## src/cmd_seq_pkg.sv

```systemverilog
// constants and types for the command sequencer where a 256 byte memory caps a command at 2048 bits
package cmd_seq_pkg;

    localparam logic [7:0] VERSION = 8'h01;

    // register bank
    localparam int REG_COUNT = 16;

    // pattern memory
    localparam logic [15:0] MEM_BASE  = 16'd16;  // first bus address of the pattern
    localparam int          MEM_BYTES = 256;
    localparam int          MEM_AW    = 8;

    // register map
    localparam logic [15:0] ADDR_RESET        = 16'd0;  // write strobe
    localparam logic [15:0] ADDR_START        = 16'd1;  // write strobe and finish flag
    localparam logic [15:0] ADDR_CONF         = 16'd2;
    localparam logic [15:0] ADDR_SIZE_LO      = 16'd3;  // 2 bytes little endian
    localparam logic [15:0] ADDR_REPEAT_LO    = 16'd5;  // 4 bytes
    localparam logic [15:0] ADDR_START_REP_LO = 16'd9;
    localparam logic [15:0] ADDR_STOP_REP_LO  = 16'd11;

    // bits inside the conf register
    localparam int CONF_EN_EXT_BIT    = 0;
    localparam int CONF_MODE_LSB      = 1;  // two bits
    localparam int CONF_DIS_CLK_BIT   = 3;
    localparam int CONF_DIS_PULSE_BIT = 4;

    // line coding, one bit takes two halves
    typedef enum logic [1:0] {
        MODE_NRZ        = 2'd0,
        MODE_RSVD       = 2'd1,  // sent as NRZ
        MODE_MAN_IEEE   = 2'd2,  // ~bit then bit
        MODE_MAN_THOMAS = 2'd3   // bit then ~bit
    } out_mode_e;

    typedef enum logic [1:0] {
        SEQ_IDLE = 2'd0,
        SEQ_SEND = 2'd1,
        SEQ_DONE = 2'd2   // one cycle with the line low
    } seq_state_e;

endpackage

```

## src/cmd_cfg_if.sv

```systemverilog
// configuration levels from register bank to sequencer which must stay static while a stream runs
`timescale 1ns/10ps

interface cmd_cfg_if;

    logic [15:0]            cmd_size;      // in bits
    logic [31:0]            repeat_count;  // body passes
    logic [15:0]            start_repeat;  // first body bit
    logic [15:0]            stop_repeat;   // suffix length in bits
    cmd_seq_pkg::out_mode_e out_mode;
    logic                   en_ext_start;
    logic                   dis_cmd_pulse;

    // register bank side
    modport src (
        output cmd_size, repeat_count, start_repeat, stop_repeat,
        output out_mode, en_ext_start, dis_cmd_pulse
    );

    // sequencer side
    modport dst (
        input cmd_size, repeat_count, start_repeat, stop_repeat,
        input out_mode, en_ext_start, dis_cmd_pulse
    );

endinterface

```

## src/cmd_mem.sv

```systemverilog
// 256 byte pattern store with no reset whose contents are undefined until written
`timescale 1ns/10ps

module cmd_mem (
    input  logic                           CMD_CLK_IN,
    input  logic                           we,
    input  logic [cmd_seq_pkg::MEM_AW-1:0] waddr,
    input  logic [7:0]                     wdata,
    input  logic [cmd_seq_pkg::MEM_AW-1:0] raddr_a,
    input  logic [cmd_seq_pkg::MEM_AW-1:0] raddr_b,
    output logic [7:0]                     rdata_a,
    output logic [7:0]                     rdata_b
);

    logic [7:0] mem [cmd_seq_pkg::MEM_BYTES];

    always_ff @(posedge CMD_CLK_IN) begin
        if (we) begin
            mem[waddr] <= wdata;
        end
    end

    // old data on a read of the byte being written
    always_ff @(posedge CMD_CLK_IN) begin
        rdata_a <= mem[raddr_a];  // bus read-back
    end

    always_ff @(posedge CMD_CLK_IN) begin
        rdata_b <= mem[raddr_b];  // sequencer
    end

endmodule

```

## src/cmd_reg_bank.sv

```systemverilog
// single clock bus slave whose read data follows one cycle after the address and where writes to 0 and 1 only strobe
`timescale 1ns/10ps

module cmd_reg_bank (
    input  logic                           CMD_CLK_IN,
    input  logic                           RST_CMD_CLK,
    input  logic [15:0]                    bus_add,
    input  logic [7:0]                     bus_data_in,
    input  logic                           bus_rd,
    input  logic                           bus_wr,
    input  logic                           done,
    input  logic [7:0]                     mem_rdata,
    output logic [7:0]                     bus_data_out,
    output logic                           soft_rst,
    output logic                           start,
    output logic                           mem_we,
    output logic [cmd_seq_pkg::MEM_AW-1:0] mem_waddr,
    output logic [7:0]                     mem_wdata,
    output logic [cmd_seq_pkg::MEM_AW-1:0] mem_raddr,
    output logic                           cmd_clk_en,
    output logic                           ext_start_enable,
    cmd_cfg_if.src                         cfg
);

    logic [7:0]                     regs [2:cmd_seq_pkg::REG_COUNT-1];  // 0 and 1 hold nothing
    logic                           wr_rst;
    logic                           wr_start;
    logic                           in_regs;
    logic                           in_mem;
    logic [15:0]                    mem_off;
    logic                           finish;
    logic                           rd_mem_q;    // range select delayed to meet mem_rdata
    logic [7:0]                     rd_reg_q;
    logic [cmd_seq_pkg::MEM_AW-1:0] raddr_hold;  // keeps the last read byte on the bus side

    assign wr_rst   = bus_wr && (bus_add == cmd_seq_pkg::ADDR_RESET);
    assign wr_start = bus_wr && (bus_add == cmd_seq_pkg::ADDR_START);
    assign in_regs  = (bus_add >= cmd_seq_pkg::ADDR_CONF) && (bus_add < 16'(cmd_seq_pkg::REG_COUNT));
    assign mem_off  = bus_add - cmd_seq_pkg::MEM_BASE;
    assign in_mem   = (bus_add >= cmd_seq_pkg::MEM_BASE) &&
                      (mem_off < 16'(cmd_seq_pkg::MEM_BYTES));

    always_ff @(posedge CMD_CLK_IN) begin
        if (RST_CMD_CLK || wr_rst) begin
            for (int i = 2; i < cmd_seq_pkg::REG_COUNT; i++) begin
                regs[i] <= 8'd0;
            end
            regs[cmd_seq_pkg::ADDR_REPEAT_LO] <= 8'd1;  // one pass by default
        end else if (bus_wr && in_regs) begin
            regs[bus_add[3:0]] <= bus_data_in;
        end
    end

    // strobes go out one cycle after the write
    always_ff @(posedge CMD_CLK_IN) begin
        if (RST_CMD_CLK) begin
            soft_rst <= 1'b0;
            start    <= 1'b0;
        end else begin
            soft_rst <= wr_rst;
            start    <= wr_start;
        end
    end

    always_ff @(posedge CMD_CLK_IN) begin
        if (RST_CMD_CLK || wr_rst) begin
            finish <= 1'b1;
        end else if (wr_start) begin
            finish <= 1'b0;
        end else if (done) begin
            finish <= 1'b1;
        end
    end

    assign cfg.cmd_size      = {regs[cmd_seq_pkg::ADDR_SIZE_LO + 16'd1],
                                regs[cmd_seq_pkg::ADDR_SIZE_LO]};
    assign cfg.repeat_count  = {regs[cmd_seq_pkg::ADDR_REPEAT_LO + 16'd3],
                                regs[cmd_seq_pkg::ADDR_REPEAT_LO + 16'd2],
                                regs[cmd_seq_pkg::ADDR_REPEAT_LO + 16'd1],
                                regs[cmd_seq_pkg::ADDR_REPEAT_LO]};
    assign cfg.start_repeat  = {regs[cmd_seq_pkg::ADDR_START_REP_LO + 16'd1],
                                regs[cmd_seq_pkg::ADDR_START_REP_LO]};
    assign cfg.stop_repeat   = {regs[cmd_seq_pkg::ADDR_STOP_REP_LO + 16'd1],
                                regs[cmd_seq_pkg::ADDR_STOP_REP_LO]};
    assign cfg.out_mode      = cmd_seq_pkg::out_mode_e'(
                                regs[cmd_seq_pkg::ADDR_CONF][cmd_seq_pkg::CONF_MODE_LSB +: 2]);
    assign cfg.en_ext_start  = regs[cmd_seq_pkg::ADDR_CONF][cmd_seq_pkg::CONF_EN_EXT_BIT];
    assign cfg.dis_cmd_pulse = regs[cmd_seq_pkg::ADDR_CONF][cmd_seq_pkg::CONF_DIS_PULSE_BIT];

    assign ext_start_enable = regs[cmd_seq_pkg::ADDR_CONF][cmd_seq_pkg::CONF_EN_EXT_BIT];
    assign cmd_clk_en       = ~regs[cmd_seq_pkg::ADDR_CONF][cmd_seq_pkg::CONF_DIS_CLK_BIT];

    // pattern memory ports
    assign mem_we    = bus_wr && in_mem;
    assign mem_waddr = mem_off[cmd_seq_pkg::MEM_AW-1:0];
    assign mem_wdata = bus_data_in;
    assign mem_raddr = bus_rd ? mem_off[cmd_seq_pkg::MEM_AW-1:0] : raddr_hold;

    always_ff @(posedge CMD_CLK_IN) begin
        raddr_hold <= mem_raddr;
    end

    always_ff @(posedge CMD_CLK_IN) begin
        if (RST_CMD_CLK) begin
            rd_mem_q <= 1'b0;
            rd_reg_q <= 8'd0;
        end else if (bus_rd) begin
            rd_mem_q <= in_mem;
            if (bus_add == cmd_seq_pkg::ADDR_RESET) begin
                rd_reg_q <= cmd_seq_pkg::VERSION;
            end else if (bus_add == cmd_seq_pkg::ADDR_START) begin
                rd_reg_q <= {7'd0, finish};
            end else if (in_regs) begin
                rd_reg_q <= regs[bus_add[3:0]];
            end else begin
                rd_reg_q <= 8'd0;  // memory or unmapped
            end
        end
    end

    assign bus_data_out = rd_mem_q ? mem_rdata : rd_reg_q;

endmodule

```

## src/cmd_sequencer.sv

```systemverilog
// needs 1 <= cmd_size <= 2048 and start_repeat <= cmd_size - stop_repeat while repeat_count 0 runs once and mode 1 is NRZ
`timescale 1ns/10ps

module cmd_sequencer (
    input  logic                           CMD_CLK_IN,
    input  logic                           RST_CMD_CLK,
    input  logic                           soft_rst,
    input  logic                           start,
    input  logic                           ext_start_flag,
    input  logic [7:0]                     seq_rdata,
    output logic [cmd_seq_pkg::MEM_AW-1:0] seq_raddr,
    output logic                           done,
    output logic                           cmd_data,
    output logic                           cmd_ready,
    output logic                           cmd_start_flag,
    cmd_cfg_if.dst                         cfg
);

    cmd_seq_pkg::seq_state_e state;

    logic        clr;
    logic        ext_go;      // external start lined up with the register start
    logic        go;
    logic        prime;       // first SEND cycle while byte 0 is read
    logic        active;
    logic        half;        // 0 first half, 1 second half
    logic [15:0] bit_idx;
    logic [31:0] pass;
    logic [31:0] pass_total;
    logic [15:0] body_end;
    logic [15:0] last_bit;
    logic        loop_back;
    logic [15:0] next_idx;
    logic        at_end;
    logic [12:0] rd_byte;
    logic        cur_bit;
    logic        half_val;

    assign clr        = RST_CMD_CLK | soft_rst;
    assign go         = start | ext_go;
    assign active     = (state == cmd_seq_pkg::SEQ_SEND) && !prime;
    assign done       = (state == cmd_seq_pkg::SEQ_DONE);

    assign pass_total = (cfg.repeat_count == 32'd0) ? 32'd1 : cfg.repeat_count;
    assign body_end   = cfg.cmd_size - cfg.stop_repeat - 16'd1;
    assign last_bit   = cfg.cmd_size - 16'd1;
    assign loop_back  = (bit_idx == body_end) && (pass < pass_total);
    assign next_idx   = loop_back ? cfg.start_repeat : bit_idx + 16'd1;
    assign at_end     = half && (bit_idx == last_bit) && !loop_back;

    // next byte is requested in the second half so it lands with the next bit
    assign rd_byte   = (active && half && !at_end) ? next_idx[15:3] : bit_idx[15:3];
    assign seq_raddr = rd_byte[cmd_seq_pkg::MEM_AW-1:0];

    assign cur_bit = seq_rdata[~bit_idx[2:0]];  // msb first

    always_comb begin
        case (cfg.out_mode)
            cmd_seq_pkg::MODE_MAN_IEEE:   half_val = half ? cur_bit : ~cur_bit;
            cmd_seq_pkg::MODE_MAN_THOMAS: half_val = half ? ~cur_bit : cur_bit;
            default:                      half_val = cur_bit;  // NRZ and reserved
        endcase
    end

    always_ff @(posedge CMD_CLK_IN) begin
        if (clr) begin
            ext_go <= 1'b0;
        end else begin
            ext_go <= ext_start_flag & cfg.en_ext_start;
        end
    end

    always_ff @(posedge CMD_CLK_IN) begin
        if (clr) begin
            state   <= cmd_seq_pkg::SEQ_IDLE;
            prime   <= 1'b0;
            half    <= 1'b0;
            bit_idx <= 16'd0;
            pass    <= 32'd1;
        end else begin
            case (state)
                cmd_seq_pkg::SEQ_IDLE: begin
                    if (go) begin  // starts while busy fall here only in idle
                        state   <= cmd_seq_pkg::SEQ_SEND;
                        prime   <= 1'b1;
                        half    <= 1'b0;
                        bit_idx <= 16'd0;
                        pass    <= 32'd1;
                    end
                end
                cmd_seq_pkg::SEQ_SEND: begin
                    if (prime) begin
                        prime <= 1'b0;
                    end else begin
                        half <= ~half;
                        if (at_end) begin
                            state <= cmd_seq_pkg::SEQ_DONE;
                        end else if (half) begin
                            bit_idx <= next_idx;
                            if (loop_back) begin
                                pass <= pass + 32'd1;
                            end
                        end
                    end
                end
                default: begin
                    state <= cmd_seq_pkg::SEQ_IDLE;  // DONE lasts one cycle
                end
            endcase
        end
    end

    // line outputs trail the counters by one cycle
    always_ff @(posedge CMD_CLK_IN) begin
        if (clr) begin
            cmd_data       <= 1'b0;
            cmd_ready      <= 1'b1;
            cmd_start_flag <= 1'b0;
        end else begin
            cmd_data       <= active & half_val;  // low in prime and DONE
            cmd_ready      <= (state == cmd_seq_pkg::SEQ_IDLE);
            cmd_start_flag <= active && !half && (bit_idx == cfg.start_repeat) &&
                              (pass == 32'd1) && !cfg.dis_cmd_pulse;
        end
    end

    // pattern must fit the memory for the whole stream
    a_raddr_in_mem: assert property (@(posedge CMD_CLK_IN) disable iff (clr)
        (state == cmd_seq_pkg::SEQ_SEND) |-> (rd_byte < 13'(cmd_seq_pkg::MEM_BYTES)));

    // start flag marks only the first pass
    a_start_flag_single: assert property (@(posedge CMD_CLK_IN) disable iff (clr)
        cmd_start_flag |=> !cmd_start_flag);

    a_state_legal: assert property (@(posedge CMD_CLK_IN) disable iff (RST_CMD_CLK)
        state inside {cmd_seq_pkg::SEQ_IDLE, cmd_seq_pkg::SEQ_SEND, cmd_seq_pkg::SEQ_DONE});

endmodule

```

## src/cmd_seq_top.sv

```systemverilog
// single clock top level where cmd_clk_en only flags clock gating and no clock is forwarded
`timescale 1ns/10ps

module cmd_seq_top (
    input  logic        CMD_CLK_IN,
    input  logic        RST_CMD_CLK,
    input  logic [15:0] bus_add,
    input  logic [7:0]  bus_data_in,
    input  logic        bus_rd,
    input  logic        bus_wr,
    input  logic        ext_start_flag,
    output logic [7:0]  bus_data_out,
    output logic        ext_start_enable,
    output logic        cmd_clk_en,
    output logic        cmd_data,
    output logic        cmd_ready,
    output logic        cmd_start_flag
);

    logic                           soft_rst;
    logic                           start;
    logic                           done;
    logic                           mem_we;
    logic [cmd_seq_pkg::MEM_AW-1:0] mem_waddr;
    logic [7:0]                     mem_wdata;
    logic [cmd_seq_pkg::MEM_AW-1:0] mem_raddr;
    logic [7:0]                     mem_rdata;
    logic [cmd_seq_pkg::MEM_AW-1:0] seq_raddr;
    logic [7:0]                     seq_rdata;

    cmd_cfg_if cfg_if ();

    cmd_reg_bank cmd_reg_bank_inst (
        .CMD_CLK_IN       (CMD_CLK_IN),
        .RST_CMD_CLK      (RST_CMD_CLK),
        .bus_add          (bus_add),
        .bus_data_in      (bus_data_in),
        .bus_rd           (bus_rd),
        .bus_wr           (bus_wr),
        .done             (done),
        .mem_rdata        (mem_rdata),
        .bus_data_out     (bus_data_out),
        .soft_rst         (soft_rst),
        .start            (start),
        .mem_we           (mem_we),
        .mem_waddr        (mem_waddr),
        .mem_wdata        (mem_wdata),
        .mem_raddr        (mem_raddr),
        .cmd_clk_en       (cmd_clk_en),
        .ext_start_enable (ext_start_enable),
        .cfg              (cfg_if.src)
    );

    cmd_mem cmd_mem_inst (
        .CMD_CLK_IN (CMD_CLK_IN),
        .we         (mem_we),
        .waddr      (mem_waddr),
        .wdata      (mem_wdata),
        .raddr_a    (mem_raddr),
        .raddr_b    (seq_raddr),
        .rdata_a    (mem_rdata),
        .rdata_b    (seq_rdata)
    );

    cmd_sequencer cmd_sequencer_inst (
        .CMD_CLK_IN     (CMD_CLK_IN),
        .RST_CMD_CLK    (RST_CMD_CLK),
        .soft_rst       (soft_rst),
        .start          (start),
        .ext_start_flag (ext_start_flag),
        .seq_rdata      (seq_rdata),
        .seq_raddr      (seq_raddr),
        .done           (done),
        .cmd_data       (cmd_data),
        .cmd_ready      (cmd_ready),
        .cmd_start_flag (cmd_start_flag),
        .cfg            (cfg_if.dst)
    );

endmodule

```

## config.mk

```make
export PLATFORM = sky130hd
export DESIGN_NAME = cmd_seq_top
export DESIGN_NICKNAME = d
export VERILOG_FILES = /design/src/cmd_seq_pkg.sv /design/src/cmd_cfg_if.sv /design/src/cmd_mem.sv /design/src/cmd_reg_bank.sv /design/src/cmd_sequencer.sv /design/src/cmd_seq_top.sv
export SDC_FILE = /design/constraint.sdc
export NUM_CORES = 2
export LEC_CHECK = 0
export BUFFER_PORTS_ARGS = -buffer_cell sky130_fd_sc_hd__buf_2
export CORE_ASPECT_RATIO = 0.6
export CORE_MARGIN = 2
export CORE_UTILIZATION = 45
export CTS_CLUSTER_DIAMETER = 120
export DETAILED_ROUTE_END_ITERATION = 6
export HOLD_SLACK_MARGIN = 0.1
export MAX_ROUTING_LAYER = met4
export PLACE_DENSITY = 0.68
export SETUP_SLACK_MARGIN = 0.3
export SLEW_MARGIN = 40
export SYNTH_ARGS = -nofsm -noshare
export SYNTH_HDL_FRONTEND = slang
export SYNTH_SLANG_ARGS = --single-unit
```

## constraint.sdc

```tcl
create_clock -name CMD_CLK_IN -period 6.9 [get_ports CMD_CLK_IN]
set_clock_uncertainty 0.05 [all_clocks]
set_input_delay 0.69 -clock CMD_CLK_IN [delete_from_list [all_inputs] [get_ports CMD_CLK_IN]]
set_output_delay 0.69 -clock CMD_CLK_IN [all_outputs]
set_load 0.02 [all_outputs]
```

==> summary.txt <==
STA
  – Post-layout min period: 6.57 ns
  – RSZ-0062 raised after global routing: true
  – Post-Route Setup TNS: 0 ns
  – Final hold violation count: 0
  – Setup-failing EPs final: 0
  – Max-Slew Margin vs Limit: 30.1%
  – Max frequency: 0.152 GHz
  – Final setup slack of the worst path: 0.333 ns
  – Final Cycle Share: 95.2%
  – Number of max-slew violations in the final report: 0
  – Worst Max-Slew Pin Slew: 1.04 ns

Logic synthesis
  – Proportion of register bits with asynchronous set or reset after synthesis: 0%
  – Largest area contributor in the netlist: sky130_fd_sc_hd__edfxtp_1
  – Syn_area_per_cell: 9.99 µm²
  – Syn Inst Count: 11400
  – Fraction of post-synthesis cell area in the top cell type by area: 57.2%
  – Sequential-to-total area share from yosys stat: 58.8%
  – Ys flop type: sky130_fd_sc_hd__edfxtp_1
  – Count of flip-flops with a built-in enable after synthesis: 2164
  – Synth area leaders: sky130_fd_sc_hd__edfxtp_1 57%, sky130_fd_sc_hd__nand2_1 12%, sky130_fd_sc_hd__nand3_1 7.4%
  – Flops & latches, synth: 2256
  – YS warnings: 0
  – Summed instance area of the synthesized netlist: 114000 µm²
  – Number of unique standard cell types used by synthesis: 93

Drt
  – Vias per inst: 6.75
  – Drt pass-1 iters: 7
  – Post-route antenna net violation count: 0
  – Via count: 100000
  – Starting DRT DRC Count: 19600
  – Routed length per instance: 33.5 µm
  – Detailed-route DRC error count: 11
  – Drt total wl: 496 mm

Setup path
  – Critical path type: flip-flop to flip-flop
  – Kind of start point of the critical path: flip-flop
  – Max FO, Critical Path: 42
  – Endpoint class of the critical path: flip-flop
  – Worst path required time: 7.63 ns
  – CP arrival: 7.30 ns

Clock network
  – H-Tree Level Count: 4
  – Clk sink count: 2256
  – Clock slew at reported path FFs: 0.07 ns
  – Number of buffers on the longest clock path: 4
  – Clock buffers created by TritonCTS: 214
  – CTS tree: built
  – Later-pin clock latency in the skew report: 0.93 ns
  – Library cell used as clock root buffer: sky130_fd_sc_hd__clkbuf_16

Power and ir drop
  – Worst supply voltage drop on vdd: 231 µV
  – Leakage power of the design: 44.3 nW
  – Power per cell area: 242 nW/µm²

Finish
  – Fraction of layout cells with a size suffix above 1: 11.6%
  – Highest-count cells in the layout ignoring fill and taps: 3547 x sky130_fd_sc_hd__nand2_1, 2164 x sky130_fd_sc_hd__edfxtp_1, 1664 x sky130_fd_sc_hd__nand3_1
  – Post-layout instance count excluding filler cells: 14800
  – Final core utilization: 51.3%
  – # fillers: 21700
  – Most frequent standard cell in the layout excluding fill and tap cells: sky130_fd_sc_hd__nand2_1
  – Final design area excluding fillers: 129000 µm²
  – Layout Nets: 11400
  – Layout overhead on the synthesized area: 13.1%

Placed design
  – Count of buffers inserted at the top-level ports: 41
  – Placer Congestion: 1.03
  – Number of cells after detailed placement: 14400
  – Post-detail-place hpwl: 330 mm
  – Post-placement worst setup slack: 0.0463 ns
  – Placed inst area: 121000 µm²

Job
  – Number of max-cap violations: 0

Die
  – IO Pins: 42
  – Starting density of the core: 45.4%
  – Std cell rows: 142
  – DIE AREA: 257000 µm²
  – Core area: 250000 µm²
  – Die Ht: 393 µm
  – Horizontal die dimension: 653 µm

Global route
  – Wire length of the first global-routing pass: 688 mm
  – GRT overflow: 0
  – Pin count of the biggest net entering global routing: 156
  – Number of global-route vias before repair: 89700
  – Overall routing resource usage: 38.5%
  – Number of antenna violations at the first check in global routing: 28

Outcome
  – Outcome: complete, but fails checks
  – Failing checks: design-rule violations

Min path
  – Hold/Removal Path Class: primary input to flip-flop
==> metal layers <==
metal,routed length [µm],track usage (%)
met2,185000,47.9
met1,193000,54.2
met5,0,-
met3,101000,19.1
met4,17500,10.4
==> worst max-delay path, cell delays in order, from the launching register on <==
cell,delay (ns)
sky130_fd_sc_hd__edfxtp_1,0.40
sky130_fd_sc_hd__ha_1,0.25
sky130_fd_sc_hd__fa_1,0.42
sky130_fd_sc_hd__a21o_1,0.23
sky130_fd_sc_hd__a221o_2,0.44
sky130_fd_sc_hd__nand3_2,0.12
sky130_fd_sc_hd__o21ai_1,0.08
sky130_fd_sc_hd__or4_1,0.49
sky130_fd_sc_hd__or4b_1,0.49
sky130_fd_sc_hd__and4bb_1,0.35
sky130_fd_sc_hd__buf_12,0.20
sky130_fd_sc_hd__o221ai_4,0.17
sky130_fd_sc_hd__buf_12,0.21
sky130_fd_sc_hd__buf_12,0.20
sky130_fd_sc_hd__mux2i_1,0.45
sky130_fd_sc_hd__o22ai_1,0.22
sky130_fd_sc_hd__buf_4,0.20
sky130_fd_sc_hd__a2111oi_0,0.69
sky130_fd_sc_hd__a21oi_1,0.09
sky130_fd_sc_hd__nand3_1,0.28
sky130_fd_sc_hd__a22o_1,0.22
sky130_fd_sc_hd__a32oi_1,0.10
==> where the power goes <==
group          switching (mW)  total, mW  internal (mW)  leakage (nW)
sequential             0.0699       15.1           15.0          20.3
combinational            2.69       3.57          0.882          20.7
clock                    5.59       12.4           6.79          3.39
==> cell type report <==
cell class / count / area [µm²] / share of cell area, %
flip-flops and latches: 2256 / 66800 / 52.0
multi-input cells: 8153 / 44000 / 34.3
repair buffers: 608 / 6210 / 4.83
clock buffers: 256 / 5610 / 4.36
well taps: 3312 / 4140 / 3.22
clock inverters: 129 / 1340 / 1.04
inverters: 74 / 300 / 0.234
diodes: 27 / 67.6 / 0.0526
==> final timing paths <==
kind              slack [ns]  cells past startpoint                          start                            end
setup / recovery        0.33                     21   cmd_reg_bank_inst.regs[3][0]        cmd_mem_inst.rdata_b[7]
hold reg to reg         0.43                      2  cmd_reg_bank_inst.rd_reg_q[0]  cmd_reg_bank_inst.rd_reg_q[0]
hold / removal          0.13                      1                 bus_data_in[1]        cmd_mem_inst.mem[87][1]
setup reg to reg        0.33                     21   cmd_reg_bank_inst.regs[3][0]        cmd_mem_inst.rdata_b[7]
==> through the flow <==
step / power, mW / hold slack [ns]
4_1_cts: 30.7 / 0.110
3_5_place_dp: 18.7 / 0.416
2_1_floorplan: 17.1 / 0.386
5_1_grt: 31.6 / 0.127
3_3_place_gp: 18.6 / 0.407
6_report: 31.1 / 0.131
==> what timing repair did <==
| item | CTS | global route |
|---|---|---|
| resized for setup | 14 | 46 |
| setup endpoints to repair | 8 | 8 |
| buffers inserted | 0 | 9 |
| pin swaps | 0 | 9 |
| gates cloned | 0 | 2 |
| hold buffers | 3 | 0 |
| endpoints found under the hold margin | 11 | 0 |
==> cell usage after synthesis (all sizes together), types with 6 or more instances <==
library cell  instances
nand3              1670
nor2                444
o2111ai              16
ha                   55
o31ai                 8
o41ai                 9
nand2              3569
or4                   9
a41oi                 6
a211oi               46
a2111oi              17
o221ai               68
nor4b                 6
a31oi               133
o21ai               120
buf                 358
a21o                  8
nor2b                13
xnor2                52
nor4                 38
a32oi                49
nand2b               18
inv                  74
o22ai                60
edfxtp             2164
a221oi               17
a311oi              371
a22oi                12
nand4                59
nand3b                7
a21oi               299
mux4                 30
nor3                101
and3                175
o211ai               16
or3                  19
mux2i               380
mux2                 12
xor2                 41
a32o                  7
and2                121
dfxtp                92
clkbuf              539
==> cell families (layout without fill, tap and decap cells) <==
group | Yosys count | after routing | synth area share, %
DFF | 2256 | 2256 | 58.8
adders and majority gates | 56 | 56 | 0.623
muxes | 422 | 422 | 4.08
and+or+nand+nor | 6273 | 6273 | 23.9
buffers and inverters | 971 | 1067 | 3.67
xor gates and xnor gates | 93 | 93 | 0.730
AOI/OAI and AO/OA | 1305 | 1305 | 8.21
other | 1 | 31 | 0.00330
==> flip-flops by register name, indices dropped and copies added, names as in the netlist <==
name	cells
cmd_mem_inst.mem	2048
cmd_mem_inst.rdata_a	8
cmd_mem_inst.rdata_b	8
cmd_reg_bank_inst.finish	1
cmd_reg_bank_inst.raddr_hold	8
cmd_reg_bank_inst.rd_mem_q	1
cmd_reg_bank_inst.rd_reg_q	8
cmd_reg_bank_inst.regs	116
cmd_reg_bank_inst.soft_rst	1
cmd_reg_bank_inst.start	1
cmd_sequencer_inst.bit_idx	16
cmd_sequencer_inst.cmd_data	1
cmd_sequencer_inst.cmd_ready	1
cmd_sequencer_inst.cmd_start_flag	1
cmd_sequencer_inst.ext_go	1
cmd_sequencer_inst.half	1
cmd_sequencer_inst.pass	32
cmd_sequencer_inst.prime	1
cmd_sequencer_inst.state	2
No activity file was read; power rests on OpenSTA's default activity.
